--- src/hw/tc_pkg.sv ---
// tensor-core dot-product package with opcode type and shared field widths
package tc_pkg;

    // operand interpretation, drives multiply, bias extension and clamp range
    typedef enum logic [0:0] {
        OP_SIGNED   = 1'b0,
        OP_UNSIGNED = 1'b1
    } tc_op_e;

    // bias and result width
    localparam int C_WIDTH = 16;

    // destination register index width
    localparam int IDXW_WIDTH = 8;

    // defaults for the top-level parameters
    localparam int SHAPE_K_DEF    = 8;
    localparam int IN_WIDTH_DEF   = 8;
    localparam int DEPTH_WARP_DEF = 3;
    localparam int FIFO_DEPTH_DEF = 4;

endpackage

--- src/hw/tc_tag_pipe.sv ---
// tensor-core tag pipeline, carries valid, opcode, bias and tags and makes the global advance
`timescale 1ns/1ps

module tc_tag_pipe import tc_pkg::*; #(
    parameter int shape_k    = SHAPE_K_DEF,
    parameter int depth_warp = DEPTH_WARP_DEF
) (
    input  logic                  clk,
    input  logic                  reset_i,
    input  logic                  in_valid_i,
    input  tc_op_e                op_i,
    input  logic [C_WIDTH-1:0]    c_i,
    input  logic [IDXW_WIDTH-1:0] ctrl_reg_idxw_i,
    input  logic [depth_warp-1:0] ctrl_warpid_i,
    input  logic                  fifo_full_i,
    output logic                  adv_o,
    output logic                  push_o,
    output tc_op_e                op_aligned_o,
    output logic [C_WIDTH-1:0]    c_aligned_o,
    output logic [IDXW_WIDTH-1:0] ctrl_reg_idxw_o,
    output logic [depth_warp-1:0] ctrl_warpid_o
);

    // half-tree latency: product stage plus one stage per adder level
    localparam int lat = 1 + $clog2(shape_k / 2);

    // stage lat lines up with the combine output
    logic [lat:0]          valid_q;
    tc_op_e                op_q     [lat];
    logic [C_WIDTH-1:0]    c_q      [lat];
    logic [IDXW_WIDTH-1:0] idxw_q   [lat+1];
    logic [depth_warp-1:0] warpid_q [lat+1];

    // stall only when the last stage holds an item that has nowhere to go
    assign adv_o  = !(valid_q[lat] && fifo_full_i);
    assign push_o = valid_q[lat] && adv_o;

    always_ff @(posedge clk) begin
        if (reset_i) begin
            valid_q <= '0;
        end else if (adv_o) begin
            valid_q <= {valid_q[lat-1:0], in_valid_i};
        end
    end

    always_ff @(posedge clk) begin
        if (adv_o) begin
            op_q[0]     <= op_i;
            c_q[0]      <= c_i;
            idxw_q[0]   <= ctrl_reg_idxw_i;
            warpid_q[0] <= ctrl_warpid_i;
            for (int i = 1; i < lat; i++) begin
                op_q[i] <= op_q[i-1];
                c_q[i]  <= c_q[i-1];
            end
            for (int i = 1; i <= lat; i++) begin
                idxw_q[i]   <= idxw_q[i-1];
                warpid_q[i] <= warpid_q[i-1];
            end
        end
    end

    // opcode and bias meet the half sums at the combine input
    assign op_aligned_o = op_q[lat-1];
    assign c_aligned_o  = c_q[lat-1];

    // tags travel one stage further, next to the registered result
    assign ctrl_reg_idxw_o = idxw_q[lat];
    assign ctrl_warpid_o   = warpid_q[lat];

endmodule

--- src/hw/tc_half_tree.sv ---
// tensor-core half tree, multiplies half of the operand pairs and reduces them in registered levels
`timescale 1ns/1ps

module tc_half_tree import tc_pkg::*; #(
    parameter int shape_k  = SHAPE_K_DEF,
    parameter int in_width = IN_WIDTH_DEF
) (
    input  logic                                 clk,
    input  logic                                 reset_i,
    input  logic                                 adv_i,
    input  tc_op_e                               op_i,
    input  logic [(shape_k/2)*in_width-1:0]      a_i,
    input  logic [(shape_k/2)*in_width-1:0]      b_i,
    output logic [2*in_width+$clog2(shape_k/2)-1:0] sum_o
);

    localparam int half_k = shape_k / 2;
    localparam int levels = $clog2(half_k);
    localparam int prod_w = 2 * in_width;

    // opcode for the data held at each level, needed to extend the next add
    tc_op_e op_q [levels];

    always_ff @(posedge clk) begin
        if (reset_i) begin
            for (int i = 0; i < levels; i++) begin
                op_q[i] <= OP_SIGNED;
            end
        end else if (adv_i) begin
            op_q[0] <= op_i;
            for (int i = 1; i < levels; i++) begin
                op_q[i] <= op_q[i-1];
            end
        end
    end

    genvar l;
    generate
        for (l = 0; l <= levels; l++) begin : g_lvl
            localparam int node_w = prod_w + l;
            localparam int nodes  = half_k >> l;

            logic [node_w-1:0] node_q [nodes];

            if (l == 0) begin : g_mul
                // signed or unsigned product, both fit exactly in prod_w bits
                always_ff @(posedge clk) begin
                    if (adv_i) begin
                        for (int n = 0; n < nodes; n++) begin
                            if (op_i == OP_SIGNED) begin
                                node_q[n] <= $signed(a_i[n*in_width +: in_width]) *
                                             $signed(b_i[n*in_width +: in_width]);
                            end else begin
                                node_q[n] <= a_i[n*in_width +: in_width] *
                                             b_i[n*in_width +: in_width];
                            end
                        end
                    end
                end
            end else begin : g_add
                logic sign_ext;

                // sign bit replicated only for signed data
                assign sign_ext = (op_q[l-1] == OP_SIGNED);

                // node n pairs with node n + nodes of the level below
                always_ff @(posedge clk) begin
                    if (adv_i) begin
                        for (int n = 0; n < nodes; n++) begin
                            node_q[n] <=
                                {sign_ext & g_lvl[l-1].node_q[n][node_w-2],
                                 g_lvl[l-1].node_q[n]} +
                                {sign_ext & g_lvl[l-1].node_q[n+nodes][node_w-2],
                                 g_lvl[l-1].node_q[n+nodes]};
                        end
                    end
                end
            end
        end
    endgenerate

    assign sum_o = g_lvl[levels].node_q[0];

endmodule

--- src/hw/tc_combine.sv ---
// tensor-core combine stage, adds both half sums and the bias, then clamps to 16 bits
`timescale 1ns/1ps

module tc_combine import tc_pkg::*; #(
    parameter int shape_k  = SHAPE_K_DEF,
    parameter int in_width = IN_WIDTH_DEF
) (
    input  logic                                    clk,
    input  logic                                    adv_i,
    input  tc_op_e                                  op_i,
    input  logic [2*in_width+$clog2(shape_k/2)-1:0] sum_lo_i,
    input  logic [2*in_width+$clog2(shape_k/2)-1:0] sum_hi_i,
    input  logic [C_WIDTH-1:0]                      c_i,
    output logic [C_WIDTH-1:0]                      result_o,
    output logic                                    ovf_o
);

    localparam int sum_w = 2 * in_width + $clog2(shape_k / 2);
    // two carries for three addends, one more so unsigned values stay positive
    localparam int tot_w = ((sum_w > C_WIDTH) ? sum_w : C_WIDTH) + 3;

    localparam logic signed [tot_w-1:0] s_max = tot_w'(2 ** (C_WIDTH - 1) - 1);
    localparam logic signed [tot_w-1:0] s_min = tot_w'(-(2 ** (C_WIDTH - 1)));
    localparam logic signed [tot_w-1:0] u_max = tot_w'(2 ** C_WIDTH - 1);

    logic                     is_signed;
    logic signed [tot_w-1:0]  lo_ext;
    logic signed [tot_w-1:0]  hi_ext;
    logic signed [tot_w-1:0]  c_ext;
    logic signed [tot_w-1:0]  total;
    logic [C_WIDTH-1:0]       sat_val;
    logic                     sat_ovf;

    assign is_signed = (op_i == OP_SIGNED);

    assign lo_ext = {{(tot_w-sum_w){is_signed & sum_lo_i[sum_w-1]}}, sum_lo_i};
    assign hi_ext = {{(tot_w-sum_w){is_signed & sum_hi_i[sum_w-1]}}, sum_hi_i};
    assign c_ext  = {{(tot_w-C_WIDTH){is_signed & c_i[C_WIDTH-1]}}, c_i};

    assign total = lo_ext + hi_ext + c_ext;

    always_comb begin
        sat_val = total[C_WIDTH-1:0];
        sat_ovf = 1'b0;
        if (is_signed) begin
            if (total > s_max) begin
                sat_val = s_max[C_WIDTH-1:0];
                sat_ovf = 1'b1;
            end else if (total < s_min) begin
                sat_val = s_min[C_WIDTH-1:0];
                sat_ovf = 1'b1;
            end
        end else if (total > u_max) begin
            // unsigned total is never negative
            sat_val = u_max[C_WIDTH-1:0];
            sat_ovf = 1'b1;
        end
    end

    always_ff @(posedge clk) begin
        if (adv_i) begin
            result_o <= sat_val;
            ovf_o    <= sat_ovf;
        end
    end

endmodule

--- src/hw/tc_out_fifo.sv ---
// tensor-core output FIFO, show-ahead buffer for result, overflow flag and tags
`timescale 1ns/1ps

module tc_out_fifo import tc_pkg::*; #(
    parameter int depth_warp = DEPTH_WARP_DEF,
    parameter int fifo_depth = FIFO_DEPTH_DEF
) (
    input  logic                  clk,
    input  logic                  reset_i,
    input  logic                  push_i,
    input  logic [C_WIDTH-1:0]    result_i,
    input  logic                  ovf_i,
    input  logic [IDXW_WIDTH-1:0] ctrl_reg_idxw_i,
    input  logic [depth_warp-1:0] ctrl_warpid_i,
    input  logic                  out_ready_i,
    output logic                  full_o,
    output logic                  out_valid_o,
    output logic [C_WIDTH-1:0]    result_o,
    output logic                  ovf_o,
    output logic [IDXW_WIDTH-1:0] ctrl_reg_idxw_o,
    output logic [depth_warp-1:0] ctrl_warpid_o
);

    localparam int ptr_w = (fifo_depth > 1) ? $clog2(fifo_depth) : 1;
    localparam int cnt_w = $clog2(fifo_depth + 1);

    logic [C_WIDTH-1:0]    result_mem [fifo_depth];
    logic [fifo_depth-1:0] ovf_mem;
    logic [IDXW_WIDTH-1:0] idxw_mem   [fifo_depth];
    logic [depth_warp-1:0] warpid_mem [fifo_depth];
    logic [ptr_w-1:0]      wr_ptr_q;
    logic [ptr_w-1:0]      rd_ptr_q;
    logic [cnt_w-1:0]      count_q;
    logic                  pop;

    // wrap explicitly so any depth works
    function automatic logic [ptr_w-1:0] next_ptr(input logic [ptr_w-1:0] ptr);
        return (ptr == ptr_w'(fifo_depth - 1)) ? '0 : ptr + 1'b1;
    endfunction

    assign out_valid_o = (count_q != '0);
    assign full_o      = (count_q == cnt_w'(fifo_depth));
    assign pop         = out_valid_o && out_ready_i;

    always_ff @(posedge clk) begin
        if (reset_i) begin
            wr_ptr_q <= '0;
            rd_ptr_q <= '0;
            count_q  <= '0;
        end else begin
            if (push_i) begin
                wr_ptr_q <= next_ptr(wr_ptr_q);
            end
            if (pop) begin
                rd_ptr_q <= next_ptr(rd_ptr_q);
            end
            // simultaneous push and pop keeps the count
            if (push_i && !pop) begin
                count_q <= count_q + 1'b1;
            end else if (pop && !push_i) begin
                count_q <= count_q - 1'b1;
            end
        end
    end

    always_ff @(posedge clk) begin
        if (push_i) begin
            result_mem[wr_ptr_q] <= result_i;
            ovf_mem[wr_ptr_q]    <= ovf_i;
            idxw_mem[wr_ptr_q]   <= ctrl_reg_idxw_i;
            warpid_mem[wr_ptr_q] <= ctrl_warpid_i;
        end
    end

    // head entry shown directly
    assign result_o        = result_mem[rd_ptr_q];
    assign ovf_o           = ovf_mem[rd_ptr_q];
    assign ctrl_reg_idxw_o = idxw_mem[rd_ptr_q];
    assign ctrl_warpid_o   = warpid_mem[rd_ptr_q];

endmodule

--- src/hw/tc_dot_product.sv ---
// tensor-core dot-product engine, integer multiply-reduce with bias, clamp and output buffer
`timescale 1ns/1ps

module tc_dot_product import tc_pkg::*; #(
    parameter int shape_k    = SHAPE_K_DEF,
    parameter int in_width   = IN_WIDTH_DEF,
    parameter int depth_warp = DEPTH_WARP_DEF,
    parameter int fifo_depth = FIFO_DEPTH_DEF
) (
    input  logic                          clk,
    input  logic                          reset_i,
    input  logic [shape_k*in_width-1:0]   a_i,
    input  logic [shape_k*in_width-1:0]   b_i,
    input  logic [C_WIDTH-1:0]            c_i,
    input  tc_op_e                        op_i,
    input  logic [IDXW_WIDTH-1:0]         ctrl_reg_idxw_i,
    input  logic [depth_warp-1:0]         ctrl_warpid_i,
    input  logic                          in_valid_i,
    input  logic                          out_ready_i,
    output logic                          in_ready_o,
    output logic                          out_valid_o,
    output logic [C_WIDTH-1:0]            result_o,
    output logic                          ovf_o,
    output logic [IDXW_WIDTH-1:0]         ctrl_reg_idxw_o,
    output logic [depth_warp-1:0]         ctrl_warpid_o
);

    localparam int half_w = (shape_k / 2) * in_width;
    localparam int sum_w  = 2 * in_width + $clog2(shape_k / 2);

    logic                  adv;
    logic                  push;
    logic                  fifo_full;
    tc_op_e                op_aligned;
    logic [C_WIDTH-1:0]    c_aligned;
    logic [IDXW_WIDTH-1:0] pipe_idxw;
    logic [depth_warp-1:0] pipe_warpid;
    logic [sum_w-1:0]      sum_lo;
    logic [sum_w-1:0]      sum_hi;
    logic [C_WIDTH-1:0]    comb_result;
    logic                  comb_ovf;

    // new requests enter whenever the pipeline moves
    assign in_ready_o = adv;

    tc_tag_pipe #(
        .shape_k    (shape_k),
        .depth_warp (depth_warp)
    ) u_tag_pipe (
        .clk             (clk),
        .reset_i         (reset_i),
        .in_valid_i      (in_valid_i),
        .op_i            (op_i),
        .c_i             (c_i),
        .ctrl_reg_idxw_i (ctrl_reg_idxw_i),
        .ctrl_warpid_i   (ctrl_warpid_i),
        .fifo_full_i     (fifo_full),
        .adv_o           (adv),
        .push_o          (push),
        .op_aligned_o    (op_aligned),
        .c_aligned_o     (c_aligned),
        .ctrl_reg_idxw_o (pipe_idxw),
        .ctrl_warpid_o   (pipe_warpid)
    );

    // products 0 .. shape_k/2-1
    tc_half_tree #(
        .shape_k  (shape_k),
        .in_width (in_width)
    ) u_half_lo (
        .clk     (clk),
        .reset_i (reset_i),
        .adv_i   (adv),
        .op_i    (op_i),
        .a_i     (a_i[half_w-1:0]),
        .b_i     (b_i[half_w-1:0]),
        .sum_o   (sum_lo)
    );

    // products shape_k/2 .. shape_k-1
    tc_half_tree #(
        .shape_k  (shape_k),
        .in_width (in_width)
    ) u_half_hi (
        .clk     (clk),
        .reset_i (reset_i),
        .adv_i   (adv),
        .op_i    (op_i),
        .a_i     (a_i[shape_k*in_width-1:half_w]),
        .b_i     (b_i[shape_k*in_width-1:half_w]),
        .sum_o   (sum_hi)
    );

    tc_combine #(
        .shape_k  (shape_k),
        .in_width (in_width)
    ) u_combine (
        .clk      (clk),
        .adv_i    (adv),
        .op_i     (op_aligned),
        .sum_lo_i (sum_lo),
        .sum_hi_i (sum_hi),
        .c_i      (c_aligned),
        .result_o (comb_result),
        .ovf_o    (comb_ovf)
    );

    tc_out_fifo #(
        .depth_warp (depth_warp),
        .fifo_depth (fifo_depth)
    ) u_out_fifo (
        .clk             (clk),
        .reset_i         (reset_i),
        .push_i          (push),
        .result_i        (comb_result),
        .ovf_i           (comb_ovf),
        .ctrl_reg_idxw_i (pipe_idxw),
        .ctrl_warpid_i   (pipe_warpid),
        .out_ready_i     (out_ready_i),
        .full_o          (fifo_full),
        .out_valid_o     (out_valid_o),
        .result_o        (result_o),
        .ovf_o           (ovf_o),
        .ctrl_reg_idxw_o (ctrl_reg_idxw_o),
        .ctrl_warpid_o   (ctrl_warpid_o)
    );

endmodule

--- config.mk ---
export PLATFORM = sky130hd
export DESIGN_NAME = tc_dot_product
export DESIGN_NICKNAME = d
export VERILOG_FILES = /design/src/hw/tc_pkg.sv /design/src/hw/tc_tag_pipe.sv /design/src/hw/tc_half_tree.sv /design/src/hw/tc_combine.sv /design/src/hw/tc_out_fifo.sv /design/src/hw/tc_dot_product.sv
export SDC_FILE = /design/constraint.sdc
export NUM_CORES = 2
export LEC_CHECK = 0
export ABC_CLOCK_PERIOD_IN_PS = 11600
export BUFFER_PORTS_ARGS = -buffer_cell sky130_fd_sc_hd__buf_2
export CAP_MARGIN = 20
export CORE_UTILIZATION = 63
export DETAILED_ROUTE_END_ITERATION = 6
export GPL_TIMING_DRIVEN = 0
export PLACE_DENSITY = 0.82
export SYNTH_ARGS = -nofsm -noshare
export SYNTH_HDL_FRONTEND = slang
export SYNTH_SLANG_ARGS = --single-unit
--- constraint.sdc ---
create_clock -name clk -period 11.6 [get_ports clk]
set_input_delay 2.32 -clock clk [delete_from_list [all_inputs] [get_ports clk]]
set_output_delay 2.32 -clock clk [all_outputs]
set_load 0.01 [all_outputs]
After elaboration in Yosys (flattened, before gate mapping)
Memories as Yosys holds them, arrays and structs flattened. A register that Yosys moved wholly into a read port is not among the register bits.
Index checks and enable logic that the tools add are counted.
{ "word_totals": {"register_bits": 32, "mem_bits_rw": 439, "input_bits": 160, "output_inout_bits": 30, "word_cells": 150, "n_memories": 15} }
{ "classes": {"n_addsub": 12, "n_mul": 16, "order_cmp": 6, "eq_ne": 3, "muxes": 48, "bitwise": 32, "reduce_logical": 11} }
{ "memory_table": {"columns": ["memory", "depth", "word_bits", "rd", "rd_clocked_by_memory_dff", "wr", "line", "source"], "rows": [
  ["u_half_hi.g_lvl[0].node_q", 4, 16, 4, 0, 4, "tc_half_tree.sv:43", "logic [node_w-1:0] node_q [nodes];"],
  ["u_half_lo.g_lvl[0].node_q", 4, 16, 4, 0, 4, "tc_half_tree.sv:43", null],
  ["u_out_fifo.result_mem", 4, 16, 1, 1, 1, "tc_out_fifo.sv:27", "logic [C_WIDTH-1:0] result_mem [fifo_depth];"],
  ["u_tag_pipe.c_q", 3, 16, 3, 0, 3, "tc_tag_pipe.sv:30", "logic [C_WIDTH-1:0] c_q [lat];"],
  ["u_half_hi.g_lvl[1].node_q", 2, 17, 2, 0, 2, "tc_half_tree.sv:43", null],
  ["u_half_lo.g_lvl[1].node_q", 2, 17, 2, 0, 2, "tc_half_tree.sv:43", null],
  ["+9 memories", null, null, null, null, null, null, null]
]} }
{ "op_table": {"columns": ["cell", "count"], "rows": [
  ["$mul 8x8->16", 16],
  ["$mux 16", 12],
  ["$add 17x17->17", 4],
  ["$add 18x18->18", 2],
  ["$mux 1", 23],
  ["$add 20x17->21", 1],
  ["$gt 21x16->1 const B", 1],
  ["$gt 21x17->1 const B", 1],
  ["$lt 21x16->1 const B", 1],
  ["$add 19x19->20", 1],
  ["$mux 2", 8],
  ["$and 1x1->1", 15],
  ["$or 1x1->1", 12],
  ["$logic_and 1x1->1", 6],
  ["$lt 2x3->1 const B", 2],
  ["$mux 3", 2],
  ["$not 1->1", 5],
  ["$add 2x1->2 const B", 2],
  ["$bwmux 4", 1],
  ["$eq 2x2->1 const B", 2],
  ["$add 3x1->3 const B", 1],
  ["$eq 3x3->1 const B", 1],
  ["$logic_not 1->1", 3],
  ["$reduce_bool 3->1", 1],
  ["5 further kinds", 5]
]} }

Depth between registers and ports, before layout
{ "logic_depth": {"word_depth": 8, "ltp_mapped": 19, "ltp_nobuf": 18} }

Modules after synthesis
Synthesis repeated with hierarchy kept, for this count alone.
{ "hier_totals": {"hier_cells": 5419, "area_unflattened_um2": 55324.3} }
{ "modules_own_cells": {"columns": ["mod", "instances", "cells_per_inst", "area_per_inst_um2", "seq_area_each_um2"], "rows": [
  ["tc_half_tree (u_half_lo)", 1, 2446, 22726.8, 3543.4],
  ["tc_half_tree (u_half_hi)", 1, 2413, 22655.5, 3543.4],
  ["tc_out_fifo", 1, 190, 4544.4, 3543.4],
  ["tc_tag_pipe", 1, 127, 3133.0, 2932.8],
  ["tc_combine", 1, 243, 2264.7, 510.5]
]} }

Worst setup path after synthesis
OpenSTA, ideal clock, no wires.
{ "synth_path": {"path_type": "reg-to-output", "startpoint": "register u_out_fifo.count_q[2]", "endpoint": "output port in_ready_o", "arrival_ps": 5585, "t_required_ps": 9280, "slack_ps": 3695, "stages_incl_launch_ff": 2, "n_path_buf": 0, "cell_sequence": "dfxtp_1 > nand3_1"} }
{ "synth_between": {"elab_chain_len": 3} }
{ "synth_lines": {"columns": ["element", "line", "source"], "rows": [
  ["start: declaration", "tc_out_fifo.sv:33", "logic [cnt_w-1:0] count_q;"],
  ["start signal: assignment", "tc_out_fifo.sv:59", "count_q <= count_q + 1'b1;"],
  ["start signal: assignment", "tc_out_fifo.sv:61", "count_q <= count_q - 1'b1;"],
  ["$eq 3x3->1", "tc_out_fifo.sv:42", "assign full_o = (count_q == cnt_w'(fifo_depth));"],
  ["$logic_and 1x1->1", "tc_tag_pipe.sv:35", "assign adv_o = !(valid_q[lat] && fifo_full_i);"],
  ["$logic_not 1->1", "tc_tag_pipe.sv:35", null],
  ["end: declaration", "tc_dot_product.sv:20", "output logic in_ready_o,"]
]} }
No other way between the ends.

==> out/summary.log <==
INFO  die            floorplan.core_area=83700um^2
INFO  cells_and_area nFillCells=6115
INFO  run_status     status=finished clean
INFO  cts            tritoncts.num_buffers=50
INFO  synth          post-synth-top-count-cell=sky130_fd_sc_hd__inv_1
INFO  die            start_util=0.638
INFO  synth          post_synth_xor_area_fraction=0.0510
INFO  worst_hold_path holdCritPathClass=flop to flop
INFO  cts            resized_cells_post_cts=0
INFO  drt            routed_vias=36.1k
INFO  cells_and_area flow.area_growth_from_synthesis=7.90%
INFO  timing         finalCriticalPeriod=6.97ns
INFO  setup_path     timing.critical_path.arrival=7.27ns
INFO  timing         hold_viol=0
INFO  place          place_congestion=0.914
INFO  cts            clk_latency=0.61ns
INFO  grt            grt_start_max_net_pins=68
INFO  synth          share_of_synthesized_area_occupied_by_flip_flops_and_latches=0.263
INFO  timing         max-slew-margin-rel=0.211
INFO  synth          asyncSetResetFlopFracSynth=0
INFO  setup_path     critical_path.max_fanout=10
INFO  grt            grt_antenna_before_repair=8
INFO  die            chipHeight=293um
INFO  cts            clock_sink_count=471
INFO  synth          synth.top_cell.area_share=0.265
INFO  cts            cts_max_level=2
INFO  timing         setup-violations-final=0
INFO  drt            drt_pre_antenna_iters=7
INFO  synth          synth_area_per_cell=10.6um^2
INFO  drt            wire_per_inst=18.0um
INFO  setup_path     worstSetupStartpointType=primary input
INFO  place          numPortBuffers=173
INFO  power          peakVddDrop=0.204mV
INFO  grt            via_count_of_the_first_global_routing_pass=38.9k
INFO  cts            postCtsHoldBufs=0
INFO  synth          netlist_instances=5028
INFO  synth          post-synth-top-area-cell=sky130_fd_sc_hd__fa_1
INFO  cts            cts.path.max_buffers=3
INFO  power          power_density=248nW/um^2
INFO  timing         setup-tns-final=0ns
INFO  worst_hold_path hold_start=u_tag_pipe.c_q[0][11]
INFO  setup_path     worst-setup-path-type=primary input to flop
INFO  die            die_x=293um
INFO  cts            cts.clk_slew.worst_paths=0.07ns
INFO  place          dp_cells=6346
INFO  synth          yosys.area_share.adder=0.403
INFO  setup_path     critPathRequiredTime=11.90ns
INFO  cts            cts.repair_timing.setup_buffer_count=0
INFO  setup_path     cp-startpoint=b_i[31]
INFO  cells_and_area final_core_util=0.688
INFO  setup_path     setup_slack_on_the_worst_flop_to_flop_path=7.20ns
INFO  drt            ant_nets=0
INFO  drt            detail_route.wirelength=116mm
INFO  synth          synth-main-ff-cell=sky130_fd_sc_hd__edfxtp_1
INFO  cells_and_area layout_cells_sized_above_1=0.0680
INFO  setup_path     crit_slowest_cell=sky130_fd_sc_hd__fa_1
INFO  flow_run       maxCapViolations=0
INFO  synth          yosys_cell_types=75
INFO  drt            drcViolationCount=0
INFO  setup_path     crit_chain=buf_2 -> clkbuf_1 -> nand2_1 -> fa_1 -> fa_1 -> inv_1 -> fa_1 -> inv_1 -> fa_1 -> inv_1 -> ha_1 -> a21boi_0 -> o41a_1 -> a41o_1 -> o41a_1 -> xnor2_1 -> o21ai_0
INFO  synth          syn_area=53400um^2
INFO  power          cellLeakagePower=27.5nW
INFO  synth          post_synth_edffs=458
INFO  synth          cell_types_with_the_highest_counts_after_synthesis=sky130_fd_sc_hd__inv_1, sky130_fd_sc_hd__fa_1, sky130_fd_sc_hd__ha_1, sky130_fd_sc_hd__edfxtp_1, sky130_fd_sc_hd__and2_1
INFO  synth          flop_and_latch_count_out_of_synthesis=471
INFO  place          dp.final_hpwl=95.9mm
INFO  synth          synthesis.nets=6482
INFO  cts            cts-root-buf=sky130_fd_sc_hd__clkbuf_16
INFO  drt            first_iter_violations=2101
INFO  grt            grt_util_all_layers=0.283
INFO  die            die-area=85900um^2
INFO  synth          cell_types_with_the_largest_area_share_after_synthesis=sky130_fd_sc_hd__fa_1, sky130_fd_sc_hd__edfxtp_1, sky130_fd_sc_hd__ha_1, sky130_fd_sc_hd__inv_1, sky130_fd_sc_hd__and2_1
INFO  grt            grt_overflow_total=0
INFO  timing         clock_skews=0.0487ns
INFO  synth          synth.yosys.warnings=0
INFO  cells_and_area final-instance-count-excl-fill=6447
INFO  synth          synth-compound-area-share=0.0714
INFO  setup_path     cp_slowest_stage_delay=0.57ns
INFO  cells_and_area final_nets=6718
INFO  cts            cts_tree=done
INFO  synth          simple_gate_share_of_the_synthesized_area=0.116
INFO  setup_path     end_kind=flop
INFO  drt            viasPerCell=5.60
INFO  timing         max_freq=0.143GHz
INFO  timing         maxSlewViolCount=0
INFO  timing         fin_worst_hold_slack=0.409ns
INFO  die            count_of_pins_on_the_block_boundary=190
INFO  die            placementRows=106
INFO  timing         tightestPinTransition=1.18ns
INFO  synth          synth_top_family_by_area=adder cells
INFO  grt            grt_pass1_wl=194mm
INFO  setup_path     crit-reg2reg-launch=u_out_fifo.count_q[0]
INFO  timing         rsz0062_at_grt=no
INFO  timing         fin_crit_share=0.601
INFO  synth          synth.area.mux_share=0.0208
INFO  setup_path     cp_common_cell=sky130_fd_sc_hd__fa_1
==> registers in the layout, summed over array words and instances, names as in the netlist, named ones only <==
signal and flops:
u_half_hi.g_lvl.node_q 116, u_half_lo.g_lvl.node_q 116, u_out_fifo.rd_ptr_q 2, u_out_fifo.wr_ptr_q 2, u_tag_pipe.warpid_q 12, u_out_fifo.idxw_mem 32
u_tag_pipe.c_q 48, u_tag_pipe.idxw_q 32, u_combine.result_o 16, u_tag_pipe.valid_q 4, u_half_hi.op_q 2, u_tag_pipe.op_q 3
u_out_fifo.result_mem 64, u_out_fifo.count_q 3, u_combine.ovf_o 1, u_out_fifo.ovf_mem 4, u_out_fifo.warpid_mem 12
==> cells by family (layout without fill, tap and decap cells) <==
logic type               count (synthesis)  after routing
XOR/XNOR                               311            311
flip-flops                             471            471
adder cells (fa/ha/maj)               1294           1294
multiplexers                            73             73
AO/OA/AOI/OAI                          595            595
other                                    0              7
AND/OR/NAND/NOR                       1213           1213
buffers and inverters                 1071           1349
==> per-stage QoR <==
stage	setup slack, ns	cell area [um^2]	total power, mW
after floorplan	3.70	53400	10.2
after global placement	0.111	55700	12.3
after detailed placement	4.11	55900	12.6
after CTS	4.74	57600	14.3
after global routing	4.48	57600	15.6
final	4.63	57600	14.3
==> placed cells by master (no fill, tap or decap), types with 21 or more instances in the layout <==
cell and count:
sky130_fd_sc_hd__nand2_1 311, sky130_fd_sc_hd__nand2b_1 86, sky130_fd_sc_hd__a21oi_1 199, sky130_fd_sc_hd__xor2_1 88
sky130_fd_sc_hd__fa_1 707, sky130_fd_sc_hd__inv_1 1016, sky130_fd_sc_hd__mux4_2 28, sky130_fd_sc_hd__ha_1 587
sky130_fd_sc_hd__a21boi_0 22, sky130_fd_sc_hd__nor2b_1 52, sky130_fd_sc_hd__clkbuf_16 50, sky130_fd_sc_hd__edfxtp_1 458
sky130_fd_sc_hd__o21a_1 26, sky130_fd_sc_hd__nor2_1 200, sky130_fd_sc_hd__buf_2 174, sky130_fd_sc_hd__a21o_1 40
sky130_fd_sc_hd__nor3_1 81, sky130_fd_sc_hd__or3_1 34, sky130_fd_sc_hd__a41o_1 21, sky130_fd_sc_hd__xnor2_1 223
sky130_fd_sc_hd__and2_1 329, sky130_fd_sc_hd__o21ai_0 139, sky130_fd_sc_hd__clkbuf_1 55, sky130_fd_sc_hd__nand3_1 50
sky130_fd_sc_hd__mux2_2 25
==> final timing paths <==
kind,end,cells after the start
worst max-delay path,u_half_lo.g_lvl[0].node_q[3][15],17
worst min-delay path,u_tag_pipe.c_q[0][27],0
worst max register to register,u_half_lo.g_lvl[0].node_q[0][5],9
worst min register to register,u_tag_pipe.c_q[0][27],0
==> final cells by class <==
type                       instances  area (um^2)  share of cell area
antenna                            7         17.5            0.000304
buffer                            55          219             0.00380
clock buffer                      60         1290              0.0224
clock inverter                    34          355             0.00617
inverter                        1016         3810              0.0662
multi-input combinational       3486        35400               0.614
sequential                       471        14000               0.243
tap                             1134         1420              0.0246
timing repair buffer             184         1110              0.0192
==> worst max-delay path: cells and delay by family <==
family | cells | cell delay [ns]
compound gates | 5 | 1.27
xor+xnor | 1 | 0.22
fa+ha+maj | 5 | 2.53
buf+inv | 5 | 0.79
simple gates | 1 | 0.15
==> metal layers <==
layer / wire, um / GRT usage / part of all wire
met4: 5430 / 0.123 / 0.047
met3: 4960 / 0.0248 / 0.043
met1: 46200 / 0.352 / 0.40
met2: 59300 / 0.505 / 0.51
met5: 8 / 0 / 0.000069
==> power by group <==
group          switching, mW  internal, mW  total, mW
Clock                  0.683         0.896       1.58
Sequential             0.277          2.75       3.02
Combinational           5.44          4.22       9.66
Total                   6.39          7.87       14.3
(Power assumes the default switching activity.)
